$ cat src/logic/rvIsaPkg.sv
package rvIsaPkg;

    typedef logic [31:0] word_t;
    typedef logic [4:0]  regName_t;
    typedef logic [2:0]  func3_t;
    typedef logic [6:0]  func7_t;

    typedef enum logic [6:0] {
        OPC_OP     = 7'b0110011,
        OPC_OPIMM  = 7'b0010011,
        OPC_LUI    = 7'b0110111,
        OPC_LOAD   = 7'b0000011,
        OPC_STORE  = 7'b0100011,
        OPC_BRANCH = 7'b1100011,
        OPC_JAL    = 7'b1101111,
        OPC_SYSTEM = 7'b1110011
    } opcode_t;

    // Field positions in an instruction word
    localparam int OPCODE_LSB = 0;
    localparam int RD_LSB     = 7;
    localparam int FUNC3_LSB  = 12;
    localparam int RS1_LSB    = 15;
    localparam int RS2_LSB    = 20;
    localparam int FUNC7_LSB  = 25;

    localparam func3_t F3_ADD = 3'b000;
    localparam func3_t F3_SLT = 3'b010;
    localparam func3_t F3_XOR = 3'b100;
    localparam func3_t F3_OR  = 3'b110;
    localparam func3_t F3_AND = 3'b111;
    localparam func3_t F3_BNE = 3'b001;
    localparam func7_t FUNC7_ALT = 7'b0100000;

    localparam int    REG_COUNT = 32;
    localparam int    IM_DEPTH  = 256;
    localparam word_t PC_STEP   = 32'd4;
    // addi x0, x0, 0
    localparam word_t NOP = 32'h0000_0013;

endpackage

$ cat src/logic/coreCtrlPkg.sv
package coreCtrlPkg;

    typedef enum logic [1:0] {
        ALU_ADD,
        ALU_BRANCH,
        ALU_FUNCT
    } aluOp_t;

    typedef enum logic [1:0] {
        SRC1_REG,
        SRC1_UIMM,
        SRC1_PCFOUR
    } aluSrc1_t;

    typedef enum logic [1:0] {
        SRC2_REG,
        SRC2_IIMM,
        SRC2_SIMM,
        SRC2_PC
    } aluSrc2_t;

    typedef enum logic [1:0] {
        FWD_NONE,
        FWD_FROMMEM,
        FWD_FROMWB
    } forwardSel_t;

    typedef enum logic [1:0] {
        IDLE,
        RUN,
        HALTED
    } runState_t;

endpackage

$ cat src/logic/dataMemBus.sv
`timescale 1ns/1ns
interface dataMemBus;
    import rvIsaPkg::*;

    logic   memRead;
    logic   memWrite;
    func3_t func3;
    word_t  addr;
    word_t  writeData;
    word_t  readData;
    logic   memReady;

    modport master (
        output memRead, memWrite, func3, addr, writeData,
        input  readData, memReady
    );

    modport slave (
        input  memRead, memWrite, func3, addr, writeData,
        output readData, memReady
    );

endinterface

$ cat src/logic/alu.sv
`timescale 1ns/1ns
module alu (
    input  coreCtrlPkg::aluOp_t aluOp,
    input  rvIsaPkg::func3_t    func3,
    input  rvIsaPkg::func7_t    func7,
    input  rvIsaPkg::word_t     a,
    input  rvIsaPkg::word_t     b,
    output rvIsaPkg::word_t     result,
    output logic                zero
);
    import rvIsaPkg::*;
    import coreCtrlPkg::*;

    always_comb begin
        case (aluOp)
            ALU_BRANCH: result = a - b;
            ALU_FUNCT: begin
                case (func3)
                    F3_ADD:  result = (func7 == FUNC7_ALT) ? a - b : a + b;
                    F3_SLT:  result = word_t'($signed(a) < $signed(b));
                    F3_XOR:  result = a ^ b;
                    F3_OR:   result = a | b;
                    F3_AND:  result = a & b;
                    default: result = a + b;
                endcase
            end
            // Address, immediate and link arithmetic
            default: result = a + b;
        endcase
    end

    assign zero = (result == '0);

endmodule

$ cat src/logic/registerFile.sv
`timescale 1ns/1ns
module registerFile (
    input  logic               clk,
    input  logic               reset,
    input  logic               writeEnable,
    input  rvIsaPkg::regName_t rs1,
    input  rvIsaPkg::regName_t rs2,
    input  rvIsaPkg::regName_t rd,
    input  rvIsaPkg::word_t    writeData,
    output rvIsaPkg::word_t    rs1Data,
    output rvIsaPkg::word_t    rs2Data
);
    import rvIsaPkg::*;

    word_t regs [REG_COUNT];

    always_ff @(posedge clk) begin
        if (reset) begin
            for (int i = 0; i < REG_COUNT; i++) begin
                regs[i] <= '0;
            end
        end else if (writeEnable && rd != '0) begin
            regs[rd] <= writeData;
        end
    end

    // WB write shows up in the same-cycle ID read
    assign rs1Data = (writeEnable && rd != '0 && rd == rs1) ? writeData : regs[rs1];
    assign rs2Data = (writeEnable && rd != '0 && rd == rs2) ? writeData : regs[rs2];

endmodule

$ cat src/logic/hazardUnit.sv
`timescale 1ns/1ns
module hazardUnit (
    input  rvIsaPkg::regName_t       idRs1,
    input  rvIsaPkg::regName_t       idRs2,
    input  logic                     idUsesBranch,
    input  rvIsaPkg::regName_t       exRd,
    input  logic                     exMemRead,
    input  logic                     exRegWrite,
    input  rvIsaPkg::regName_t       exRs1,
    input  rvIsaPkg::regName_t       exRs2,
    input  rvIsaPkg::regName_t       memRd,
    input  logic                     memRegWrite,
    input  logic                     memAccess,
    input  logic                     memReady,
    input  rvIsaPkg::regName_t       wbRd,
    input  logic                     wbRegWrite,
    output logic                     stall,
    output logic                     freeze,
    output coreCtrlPkg::forwardSel_t forward1,
    output coreCtrlPkg::forwardSel_t forward2
);
    import rvIsaPkg::*;
    import coreCtrlPkg::*;

    logic loadUse;
    logic branchWait;

    // x0 never counts as a dependency
    function automatic logic writes(logic regWrite, regName_t rd, regName_t rs);
        return regWrite && rd != '0 && rd == rs;
    endfunction

    assign loadUse = writes(exMemRead, exRd, idRs1) || writes(exMemRead, exRd, idRs2);

    // Branches compare in ID, so wait for results still in EX or MEM
    assign branchWait = idUsesBranch
        && (writes(exRegWrite, exRd, idRs1) || writes(exRegWrite, exRd, idRs2)
        || writes(memRegWrite, memRd, idRs1) || writes(memRegWrite, memRd, idRs2));

    assign stall  = loadUse || branchWait;
    assign freeze = memAccess && !memReady;

    assign forward1 = writes(memRegWrite, memRd, exRs1) ? FWD_FROMMEM
                    : writes(wbRegWrite, wbRd, exRs1) ? FWD_FROMWB : FWD_NONE;
    assign forward2 = writes(memRegWrite, memRd, exRs2) ? FWD_FROMMEM
                    : writes(wbRegWrite, wbRd, exRs2) ? FWD_FROMWB : FWD_NONE;

endmodule

$ cat src/logic/controlUnit.sv
`timescale 1ns/1ns
module controlUnit (
    input  logic                  clk,
    input  logic                  reset,
    input  logic                  startProcess,
    input  rvIsaPkg::word_t       instruction,
    output logic                  endProcess,
    output logic                  enable,
    output logic                  jump,
    output logic                  branch,
    output logic                  memRead,
    output logic                  memWrite,
    output logic                  memToReg,
    output logic                  regWrite,
    output coreCtrlPkg::aluSrc1_t aluSrc1,
    output coreCtrlPkg::aluSrc2_t aluSrc2,
    output coreCtrlPkg::aluOp_t   aluOp,
    output rvIsaPkg::word_t       immI,
    output rvIsaPkg::word_t       immS,
    output rvIsaPkg::word_t       immB,
    output rvIsaPkg::word_t       immU,
    output rvIsaPkg::word_t       immJ
);
    import rvIsaPkg::*;
    import coreCtrlPkg::*;

    runState_t state;
    runState_t nextState;
    opcode_t   opcode;

    assign opcode = opcode_t'(instruction[OPCODE_LSB +: $bits(opcode_t)]);

    always_ff @(posedge clk) begin
        if (reset) begin
            state <= IDLE;
        end else begin
            state <= nextState;
        end
    end

    always_comb begin
        case (state)
            IDLE:    nextState = startProcess ? RUN : IDLE;
            RUN:     nextState = (opcode == OPC_SYSTEM) ? HALTED : RUN;
            default: nextState = HALTED;
        endcase
    end

    assign enable     = (state == RUN);
    assign endProcess = (state == HALTED);

    always_comb begin
        jump     = 1'b0;
        branch   = 1'b0;
        memRead  = 1'b0;
        memWrite = 1'b0;
        memToReg = 1'b0;
        regWrite = 1'b0;
        aluSrc1  = SRC1_REG;
        aluSrc2  = SRC2_REG;
        aluOp    = ALU_ADD;
        if (enable) begin
            case (opcode)
                OPC_OP: begin
                    regWrite = 1'b1;
                    aluOp    = ALU_FUNCT;
                end
                OPC_OPIMM: begin
                    regWrite = 1'b1;
                    aluSrc2  = SRC2_IIMM;
                end
                OPC_LUI: begin
                    regWrite = 1'b1;
                    aluSrc1  = SRC1_UIMM;
                end
                OPC_LOAD: begin
                    memRead  = 1'b1;
                    memToReg = 1'b1;
                    regWrite = 1'b1;
                    aluSrc2  = SRC2_IIMM;
                end
                OPC_STORE: begin
                    memWrite = 1'b1;
                    aluSrc2  = SRC2_SIMM;
                end
                OPC_BRANCH: begin
                    branch = 1'b1;
                    aluOp  = ALU_BRANCH;
                end
                OPC_JAL: begin
                    jump     = 1'b1;
                    regWrite = 1'b1;
                    aluSrc1  = SRC1_PCFOUR;
                    aluSrc2  = SRC2_PC;
                end
                // Halt and unknown opcodes go down the pipe as bubbles
                default: regWrite = 1'b0;
            endcase
        end
    end

    assign immI = {{20{instruction[31]}}, instruction[31:20]};
    assign immS = {{20{instruction[31]}}, instruction[31:25], instruction[11:7]};
    assign immB = {{19{instruction[31]}}, instruction[31], instruction[7],
                   instruction[30:25], instruction[11:8], 1'b0};
    assign immU = {instruction[31:12], 12'b0};
    assign immJ = {{11{instruction[31]}}, instruction[31], instruction[19:12],
                   instruction[20], instruction[30:21], 1'b0};

endmodule

$ cat src/logic/processor.sv
`timescale 1ns/1ns
module processor (
    input  logic             clk,
    input  logic             reset,
    input  logic             startProcess,
    output logic             endProcess,
    output rvIsaPkg::word_t  pc,
    input  rvIsaPkg::word_t  instruction,
    dataMemBus.master        dataBus
);
    import rvIsaPkg::*;
    import coreCtrlPkg::*;

    // IF/ID bank and decode
    word_t    pcId;
    word_t    instrId;
    regName_t rs1Id;
    regName_t rs2Id;
    regName_t rdId;
    func3_t   func3Id;
    func7_t   func7Id;
    logic     enable, jumpId, branchId;
    logic     memReadId, memWriteId, memToRegId, regWriteId;
    aluSrc1_t aluSrc1Id;
    aluSrc2_t aluSrc2Id;
    aluOp_t   aluOpId;
    word_t    immI, immS, immB, immU, immJ;
    word_t    rs1DataId, rs2DataId;
    word_t    branchTarget;
    logic     zeroId, takeBranch, stall, freeze;

    // ID/EX bank
    word_t       pcEx, rs1DataEx, rs2DataEx, immIEx, immSEx, immUEx;
    regName_t    rs1Ex, rs2Ex, rdEx;
    func3_t      func3Ex;
    func7_t      func7Ex;
    aluSrc1_t    aluSrc1Ex;
    aluSrc2_t    aluSrc2Ex;
    aluOp_t      aluOpEx;
    logic        memReadEx, memWriteEx, memToRegEx, regWriteEx;
    forwardSel_t forward1, forward2;
    word_t       operand1, operand2, aluIn1, aluIn2, aluOutEx;

    // EX/MEM and MEM/WB banks
    word_t    aluOutMem, storeDataMem;
    regName_t rdMem;
    func3_t   func3Mem;
    logic     memReadMem, memWriteMem, memToRegMem, regWriteMem;
    word_t    aluOutWb, readDataWb, writeBackData;
    regName_t rdWb;
    logic     memToRegWb, regWriteWb;

    assign rdId    = instrId[RD_LSB +: $bits(regName_t)];
    assign rs1Id   = instrId[RS1_LSB +: $bits(regName_t)];
    assign func3Id = instrId[FUNC3_LSB +: $bits(func3_t)];
    assign func7Id = instrId[FUNC7_LSB +: $bits(func7_t)];
    // LUI keeps immediate bits in the rs2 field, so read x0 instead
    assign rs2Id = (aluSrc1Id == SRC1_UIMM) ? '0 : instrId[RS2_LSB +: $bits(regName_t)];

    always_ff @(posedge clk) begin
        if (reset) begin
            pc <= '0;
        end else if (!freeze && !stall && enable) begin
            pc <= takeBranch ? branchTarget : pc + PC_STEP;
        end
    end

    // Squash the fetched successor on a taken branch or outside RUN
    always_ff @(posedge clk) begin
        if (reset) begin
            instrId <= NOP;
        end else if (!freeze && !stall) begin
            instrId <= (enable && !takeBranch) ? instruction : NOP;
        end
    end

    always_ff @(posedge clk) begin
        if (!freeze && !stall) begin
            pcId <= pc;
        end
    end

    controlUnit u_controlUnit (
        .clk,
        .reset,
        .startProcess,
        .instruction(instrId),
        .endProcess,
        .enable,
        .jump(jumpId),
        .branch(branchId),
        .memRead(memReadId),
        .memWrite(memWriteId),
        .memToReg(memToRegId),
        .regWrite(regWriteId),
        .aluSrc1(aluSrc1Id),
        .aluSrc2(aluSrc2Id),
        .aluOp(aluOpId),
        .immI,
        .immS,
        .immB,
        .immU,
        .immJ
    );

    registerFile u_registerFile (
        .clk,
        .reset,
        .writeEnable(regWriteWb),
        .rs1(rs1Id),
        .rs2(rs2Id),
        .rd(rdWb),
        .writeData(writeBackData),
        .rs1Data(rs1DataId),
        .rs2Data(rs2DataId)
    );

    // Branch compare in ID
    alu u_branchAlu (
        .aluOp(ALU_BRANCH),
        .func3(func3Id),
        .func7(func7Id),
        .a(rs1DataId),
        .b(rs2DataId),
        .result(),
        .zero(zeroId)
    );

    assign takeBranch = !stall
        && (jumpId || (branchId && ((func3Id == F3_BNE) ? !zeroId : zeroId)));
    assign branchTarget = pcId + (jumpId ? immJ : immB);

    hazardUnit u_hazardUnit (
        .idRs1(rs1Id),
        .idRs2(rs2Id),
        .idUsesBranch(branchId),
        .exRd(rdEx),
        .exMemRead(memReadEx),
        .exRegWrite(regWriteEx),
        .exRs1(rs1Ex),
        .exRs2(rs2Ex),
        .memRd(rdMem),
        .memRegWrite(regWriteMem),
        .memAccess(memReadMem || memWriteMem),
        .memReady(dataBus.memReady),
        .wbRd(rdWb),
        .wbRegWrite(regWriteWb),
        .stall,
        .freeze,
        .forward1,
        .forward2
    );

    always_ff @(posedge clk) begin
        if (reset) begin
            {memReadEx, memWriteEx, memToRegEx, regWriteEx} <= '0;
        end else if (!freeze) begin
            // A stall sends a bubble into EX
            {memReadEx, memWriteEx, memToRegEx, regWriteEx} <= stall ? '0
                : {memReadId, memWriteId, memToRegId, regWriteId};
        end
    end

    always_ff @(posedge clk) begin
        if (!freeze) begin
            pcEx      <= pcId;
            rs1DataEx <= rs1DataId;
            rs2DataEx <= rs2DataId;
            immIEx    <= immI;
            immSEx    <= immS;
            immUEx    <= immU;
            rs1Ex     <= rs1Id;
            rs2Ex     <= rs2Id;
            rdEx      <= rdId;
            func3Ex   <= func3Id;
            func7Ex   <= func7Id;
            aluSrc1Ex <= aluSrc1Id;
            aluSrc2Ex <= aluSrc2Id;
            aluOpEx   <= aluOpId;
        end
    end

    always_comb begin
        case (forward1)
            FWD_FROMMEM: operand1 = aluOutMem;
            FWD_FROMWB:  operand1 = writeBackData;
            default:     operand1 = rs1DataEx;
        endcase
        case (forward2)
            FWD_FROMMEM: operand2 = aluOutMem;
            FWD_FROMWB:  operand2 = writeBackData;
            default:     operand2 = rs2DataEx;
        endcase
    end

    always_comb begin
        case (aluSrc1Ex)
            SRC1_UIMM:   aluIn1 = immUEx;
            SRC1_PCFOUR: aluIn1 = PC_STEP;
            default:     aluIn1 = operand1;
        endcase
        case (aluSrc2Ex)
            SRC2_IIMM: aluIn2 = immIEx;
            SRC2_SIMM: aluIn2 = immSEx;
            SRC2_PC:   aluIn2 = pcEx;
            default:   aluIn2 = operand2;
        endcase
    end

    alu u_alu (
        .aluOp(aluOpEx),
        .func3(func3Ex),
        .func7(func7Ex),
        .a(aluIn1),
        .b(aluIn2),
        .result(aluOutEx),
        .zero()
    );

    always_ff @(posedge clk) begin
        if (reset) begin
            {memReadMem, memWriteMem, memToRegMem, regWriteMem} <= '0;
        end else if (!freeze) begin
            {memReadMem, memWriteMem, memToRegMem, regWriteMem}
                <= {memReadEx, memWriteEx, memToRegEx, regWriteEx};
        end
    end

    always_ff @(posedge clk) begin
        if (!freeze) begin
            aluOutMem    <= aluOutEx;
            storeDataMem <= operand2;
            rdMem        <= rdEx;
            func3Mem     <= func3Ex;
        end
    end

    assign dataBus.memRead   = memReadMem;
    assign dataBus.memWrite  = memWriteMem;
    assign dataBus.func3     = func3Mem;
    assign dataBus.addr      = aluOutMem;
    assign dataBus.writeData = storeDataMem;

    always_ff @(posedge clk) begin
        if (reset) begin
            {memToRegWb, regWriteWb} <= '0;
        end else if (!freeze) begin
            {memToRegWb, regWriteWb} <= {memToRegMem, regWriteMem};
        end
    end

    // Load data is taken in the cycle the access completes
    always_ff @(posedge clk) begin
        if (!freeze) begin
            aluOutWb   <= aluOutMem;
            readDataWb <= dataBus.readData;
            rdWb       <= rdMem;
        end
    end

    assign writeBackData = memToRegWb ? readDataWb : aluOutWb;

endmodule

$ cat src/flat_wrapper.sv
// flat-port wrapper written by rule: the top's interface ports become plain ports
module processor_flat import rvIsaPkg::*; import coreCtrlPkg::*;
  (clk, reset, startProcess, endProcess, pc, instruction, dataBus_memRead, dataBus_memWrite, dataBus_func3, dataBus_addr, dataBus_writeData, dataBus_readData, dataBus_memReady);
  dataMemBus dataBus_i ();
  input  logic clk;
  input  logic reset;
  input  logic startProcess;
  output logic endProcess;
  output rvIsaPkg::word_t pc;
  input  rvIsaPkg::word_t instruction;
  output wire logic [$bits(dataBus_i.memRead)-1:0] dataBus_memRead;
  output wire logic [$bits(dataBus_i.memWrite)-1:0] dataBus_memWrite;
  output wire logic [$bits(dataBus_i.func3)-1:0] dataBus_func3;
  output wire logic [$bits(dataBus_i.addr)-1:0] dataBus_addr;
  output wire logic [$bits(dataBus_i.writeData)-1:0] dataBus_writeData;
  input wire logic [$bits(dataBus_i.readData)-1:0] dataBus_readData;
  input wire logic [$bits(dataBus_i.memReady)-1:0] dataBus_memReady;
  assign dataBus_memRead = dataBus_i.memRead;
  assign dataBus_memWrite = dataBus_i.memWrite;
  assign dataBus_func3 = dataBus_i.func3;
  assign dataBus_addr = dataBus_i.addr;
  assign dataBus_writeData = dataBus_i.writeData;
  assign dataBus_i.readData = dataBus_readData;
  assign dataBus_i.memReady = dataBus_memReady;
  processor u_core (.clk(clk), .reset(reset), .startProcess(startProcess), .endProcess(endProcess), .pc(pc), .instruction(instruction), .dataBus(dataBus_i));
endmodule
$ cat config.mk
export PLATFORM = sky130hd
export DESIGN_NAME = processor_flat
export DESIGN_NICKNAME = d
export VERILOG_FILES = /design/src/logic/rvIsaPkg.sv /design/src/logic/coreCtrlPkg.sv /design/src/logic/dataMemBus.sv /design/src/logic/alu.sv /design/src/logic/registerFile.sv /design/src/logic/hazardUnit.sv /design/src/logic/controlUnit.sv /design/src/logic/processor.sv /design/src/flat_wrapper.sv
export SDC_FILE = /design/constraint.sdc
export NUM_CORES = 2
export LEC_CHECK = 0
export ABC_AREA = 1
export BUFFER_PORTS_ARGS = -buffer_cell sky130_fd_sc_hd__buf_4
export CORE_MARGIN = 5
export CORE_UTILIZATION = 42
export CTS_BUF_LIST = sky130_fd_sc_hd__clkbuf_8
export DETAILED_ROUTE_END_ITERATION = 6
export GPL_ROUTABILITY_DRIVEN = 0
export SETUP_SLACK_MARGIN = 0.02
export SLEW_MARGIN = 0
export SYNTH_ARGS = -nofsm -noshare
export SYNTH_HDL_FRONTEND = slang
export SYNTH_SLANG_ARGS = --single-unit
$ cat constraint.sdc
create_clock -name clk -period 14.51 [get_ports clk]
set_input_delay 2.902 -clock clk [delete_from_list [all_inputs] [get_ports clk]]
set_output_delay 2.902 -clock clk [all_outputs]
set_load 0.02 [all_outputs]
==> reports/qor.csv <==
stage,metric,value,unit
status,outcome,"complete, no violations",
clocking,CTS root buffer,clkbuf_8,
floorplan,total I/O pin count,170,
clocking,CTS tree,built,
cells_and_area,Area Overhead vs Synth,9.892,%
clocking,# H-tree levels,4,
yosys,cell count after synthesis,9524,
timing,"Period Utilization, post-route",0.6254,
detailed_routing,Final ANT Viol Nets,0,
critical_path,Crit. End Element,flip-flop,
floorplan,Die Y,446.9,µm
floorplan,Die Footprint,199700,µm²
power,Pwr per Cell Area,132.3,nW/µm²
yosys,Post-synth EDFFs,1329,
clocking,clock sinks,1408,
cells_and_area,register area,41510,µm²
yosys,sequential area share after synthesis,0.5175,
yosys,Syn Std Cell Area,80170,µm²
placement,detailed-placement wirelength estimate,195800,µm
clocking,clock tree buffer depth,3,
grt,antenna violations before repair,4,
timing,final clock skew,79.14,ps
clocking,CTS buffer count,237,
flow_run,number of max-cap violations,0,
critical_path,critical path class,reg2reg,
power,Peak VDD IR,0.1292,mV
cells_and_area,Fillers,18302,
cells_and_area,Final nets,9610,
detailed_routing,drt pass-1 iters,7,
critical_path,"most used cell, CP",nand3_1,
detailed_routing,# DRC,0,
clocking,Post-CTS Hold Fix Bufs,0,
floorplan,die width,446.9,µm
grt,largest net degree at the start of global routing,172,
floorplan,Core Box Area,190000,µm²
hold_path,Min-Delay Path Class,reg2reg,
timing,setup_tns,0,ps
cells_and_area,share of cells above drive strength 1,0.08128,
timing,max-slew violations,0,
critical_path,CP max stage cell,nand2_8,
yosys,post-synth cell types,61,
grt,vias in the first global route,71156,
timing,RSZ-0062 raised after global routing,no,
timing,Worst Tran Pin Value,1228,ps
cells_and_area,area of the multi-input gates,33840,µm²
critical_path,"Arr. time, crit path",9960,ps
timing,post-layout min period,9075,ps
floorplan,cell row count,160,
timing,relative slew slack,0.1783,
clocking,cts repair resizes,0,
yosys,synthesized flop and latch total,1408,
detailed_routing,Initial DRC Count,12299,
timing,# setup viols final,0,
grt,first-pass GRT wire length,469400,µm
detailed_routing,vias per cell,6.255,
yosys,ys async rst share,0,
detailed_routing,Via Count,75663,
clocking,post-CTS setup buffer count,0,
cells_and_area,highest-count cells in the layout ignoring fill and taps,"1939 x nor2_1, 1430 x o21ai_0, 1329 x edfxtp_1",
placement,I/O Buffers,169,
clocking,Clock Latency Late Sink,1030,ps
grt,gr ovfl total,0,
critical_path,CP required,15390,ps
critical_path,Worst Path Max Fanout,167,
timing,fmax,0.1102,GHz
critical_path,element type at the critical path start,flip-flop,
clocking,"Reg clk slew, reported paths",60,ps
yosys,Mapped Avg Cell Area,8.418,µm²
yosys,yosys warns,0,
yosys,"Top FF cell, synth",edfxtp_1,
detailed_routing,Routed WL,325700,µm
floorplan,Starting Density,0.4220,
critical_path,CP max stage delay,560,ps
power,Leak,34.74,nW
cells_and_area,"most common cell after layout, fill and taps aside",nor2_1,
grt,gr usage total,0.3143,
detailed_routing,WL/cell,26.93,µm
cells_and_area,fin util,0.4637,
timing,final hold vios,0,
cells in the mapped netlist, types with 8 or more instances:
master    count  area share
edfxtp_1   1329        0.50
o221ai_1     60      0.0066
nand2_1     936       0.044
o211ai_1     60      0.0056
nand4_1      33      0.0026
a211oi_1     31      0.0029
buf_2        18      0.0011
a21o_1       12      0.0011
o31ai_1      11      0.0010
o221a_2      10      0.0014
inv_2        12     0.00056
o21bai_1     12      0.0011
clkinv_1      8     0.00037
dfxtp_1      79       0.020
nand3_1     432       0.027
or2_2        22      0.0017
buf_4         8     0.00075
a31oi_1      28      0.0022
buf_1        40      0.0019
a21oi_1     801       0.050
nor3_1      155      0.0097
a32o_1        8      0.0010
o32ai_1      19      0.0021
inv_1       650       0.030
a211o_1      10      0.0011
xnor2_1      36      0.0039
o21a_1       29      0.0027
o21ai_1      22      0.0014
o21ai_0    1430       0.089
o22ai_1     215       0.017
clkbuf_1    690       0.032
nor4_1       12     0.00094
nor2_1     1941       0.091
a221oi_1     18      0.0020
mux2i_1      26      0.0032
xor2_1      101       0.011
ha_1        162       0.025
stage by stage:
step	instance area [µm²]	setup slack (ps)	hold slack, ps	cells	power (W)
CTS	88090	6058	449.0	12095	0.01156
floorplan	80290	5418	402.9	9555	0.006875
global placement	83770	6086	434.5	11649	0.008217
global route	88100	5118	465.8	12096	0.01206
detailed placement	83770	6103	433.9	11649	0.008247
finish	88100	5435	448.7	12097	0.01165
area by class of cell:
class / count / area share
clock inverters: 207 / 0.01170
repair buffers: 344 / 0.03102
diodes: 2 / 0.00005681
multi-input cells: 6716 / 0.3841
clock buffers: 239 / 0.03734
flip-flops and latches: 1408 / 0.4712
inverters: 670 / 0.02892
well taps: 2511 / 0.03566
state kept, by name, summed over array words and instances, names as in the netlist, 3 cells and up, named ones only:
name,cells
u_core.u_registerFile.regs,1024
u_core.aluOutWb,32
u_core.dataBus.addr,32
u_core.dataBus.writeData,32
u_core.instrId,32
u_core.pcEx,32
u_core.pcId,32
u_core.pc,32
u_core.readDataWb,32
u_core.rs1DataEx,32
u_core.rs2DataEx,32
u_core.func7Ex,6
u_core.immIEx,5
u_core.rdMem,5
u_core.rdWb,5
u_core.rs2Ex,5
u_core.rdEx,4
u_core.rs1Ex,4
u_core.dataBus.func3,3
logic make-up after synthesis:
group                      Yosys count  share of synthesized area
xor gates and xnor gates           137                    0.01497
AOI/OAI and AO/OA                 2795                     0.1902
buffers and inverters             1431                    0.06805
and+or+nand+nor                   3561                     0.1799
other                                1                 0.00004678
adders and majority gates          165                    0.02603
muxes                               26                   0.003246
DFF                               1408                     0.5175
metal layers:
| metal | global-route usage | share of wire | vias up |
|---|---|---|---|
| met4 | 0.1899 | 0.070 | 2 |
| met3 | 0.08260 | 0.13 | 1144 |
| met1 | 0.4186 | 0.38 | 35976 |
| met2 | 0.4594 | 0.42 | 5796 |
| met5 | 0 | 0.000040 | - |
| li1 | - | - | 32745 |
worst max-delay path: cells and delay by family (launching register included):
kind	cells	cell delay (ps)
AOI/OAI and AO/OA	8	2000
adders and majority gates	1	300
buffers and inverters	4	1140
DFF	1	360
and+or+nand+nor	22	4250
worst paths after layout:
| path | cells after the start | slack (ps) | from | end |
|---|---|---|---|---|
| worst min-delay path | 0 | 450 | u_core.immSEx[4]$_DFFE_PN_ | u_core.rdMem[4]$_DFFE_PN_ |
| worst min register to register | 0 | 450 | u_core.immSEx[4]$_DFFE_PN_ | u_core.rdMem[4]$_DFFE_PN_ |
| worst max register to register | 35 | 5440 | u_core.u_controlUnit.state[0]$_SDFF_PP0_ | u_core.pc[9]$_SDFFE_PP0P_ |
| worst max-delay path | 35 | 5440 | u_core.u_controlUnit.state[0]$_SDFF_PP0_ | u_core.pc[9]$_SDFFE_PP0P_ |
report_power, final:
| part | switching, W | internal (W) |
|---|---|---|
| clock network | 0.00173 | 0.00161 |
| registers | 0.000259 | 0.00476 |
| logic | 0.00245 | 0.000835 |
No activity file was read; power rests on OpenSTA's default activity.
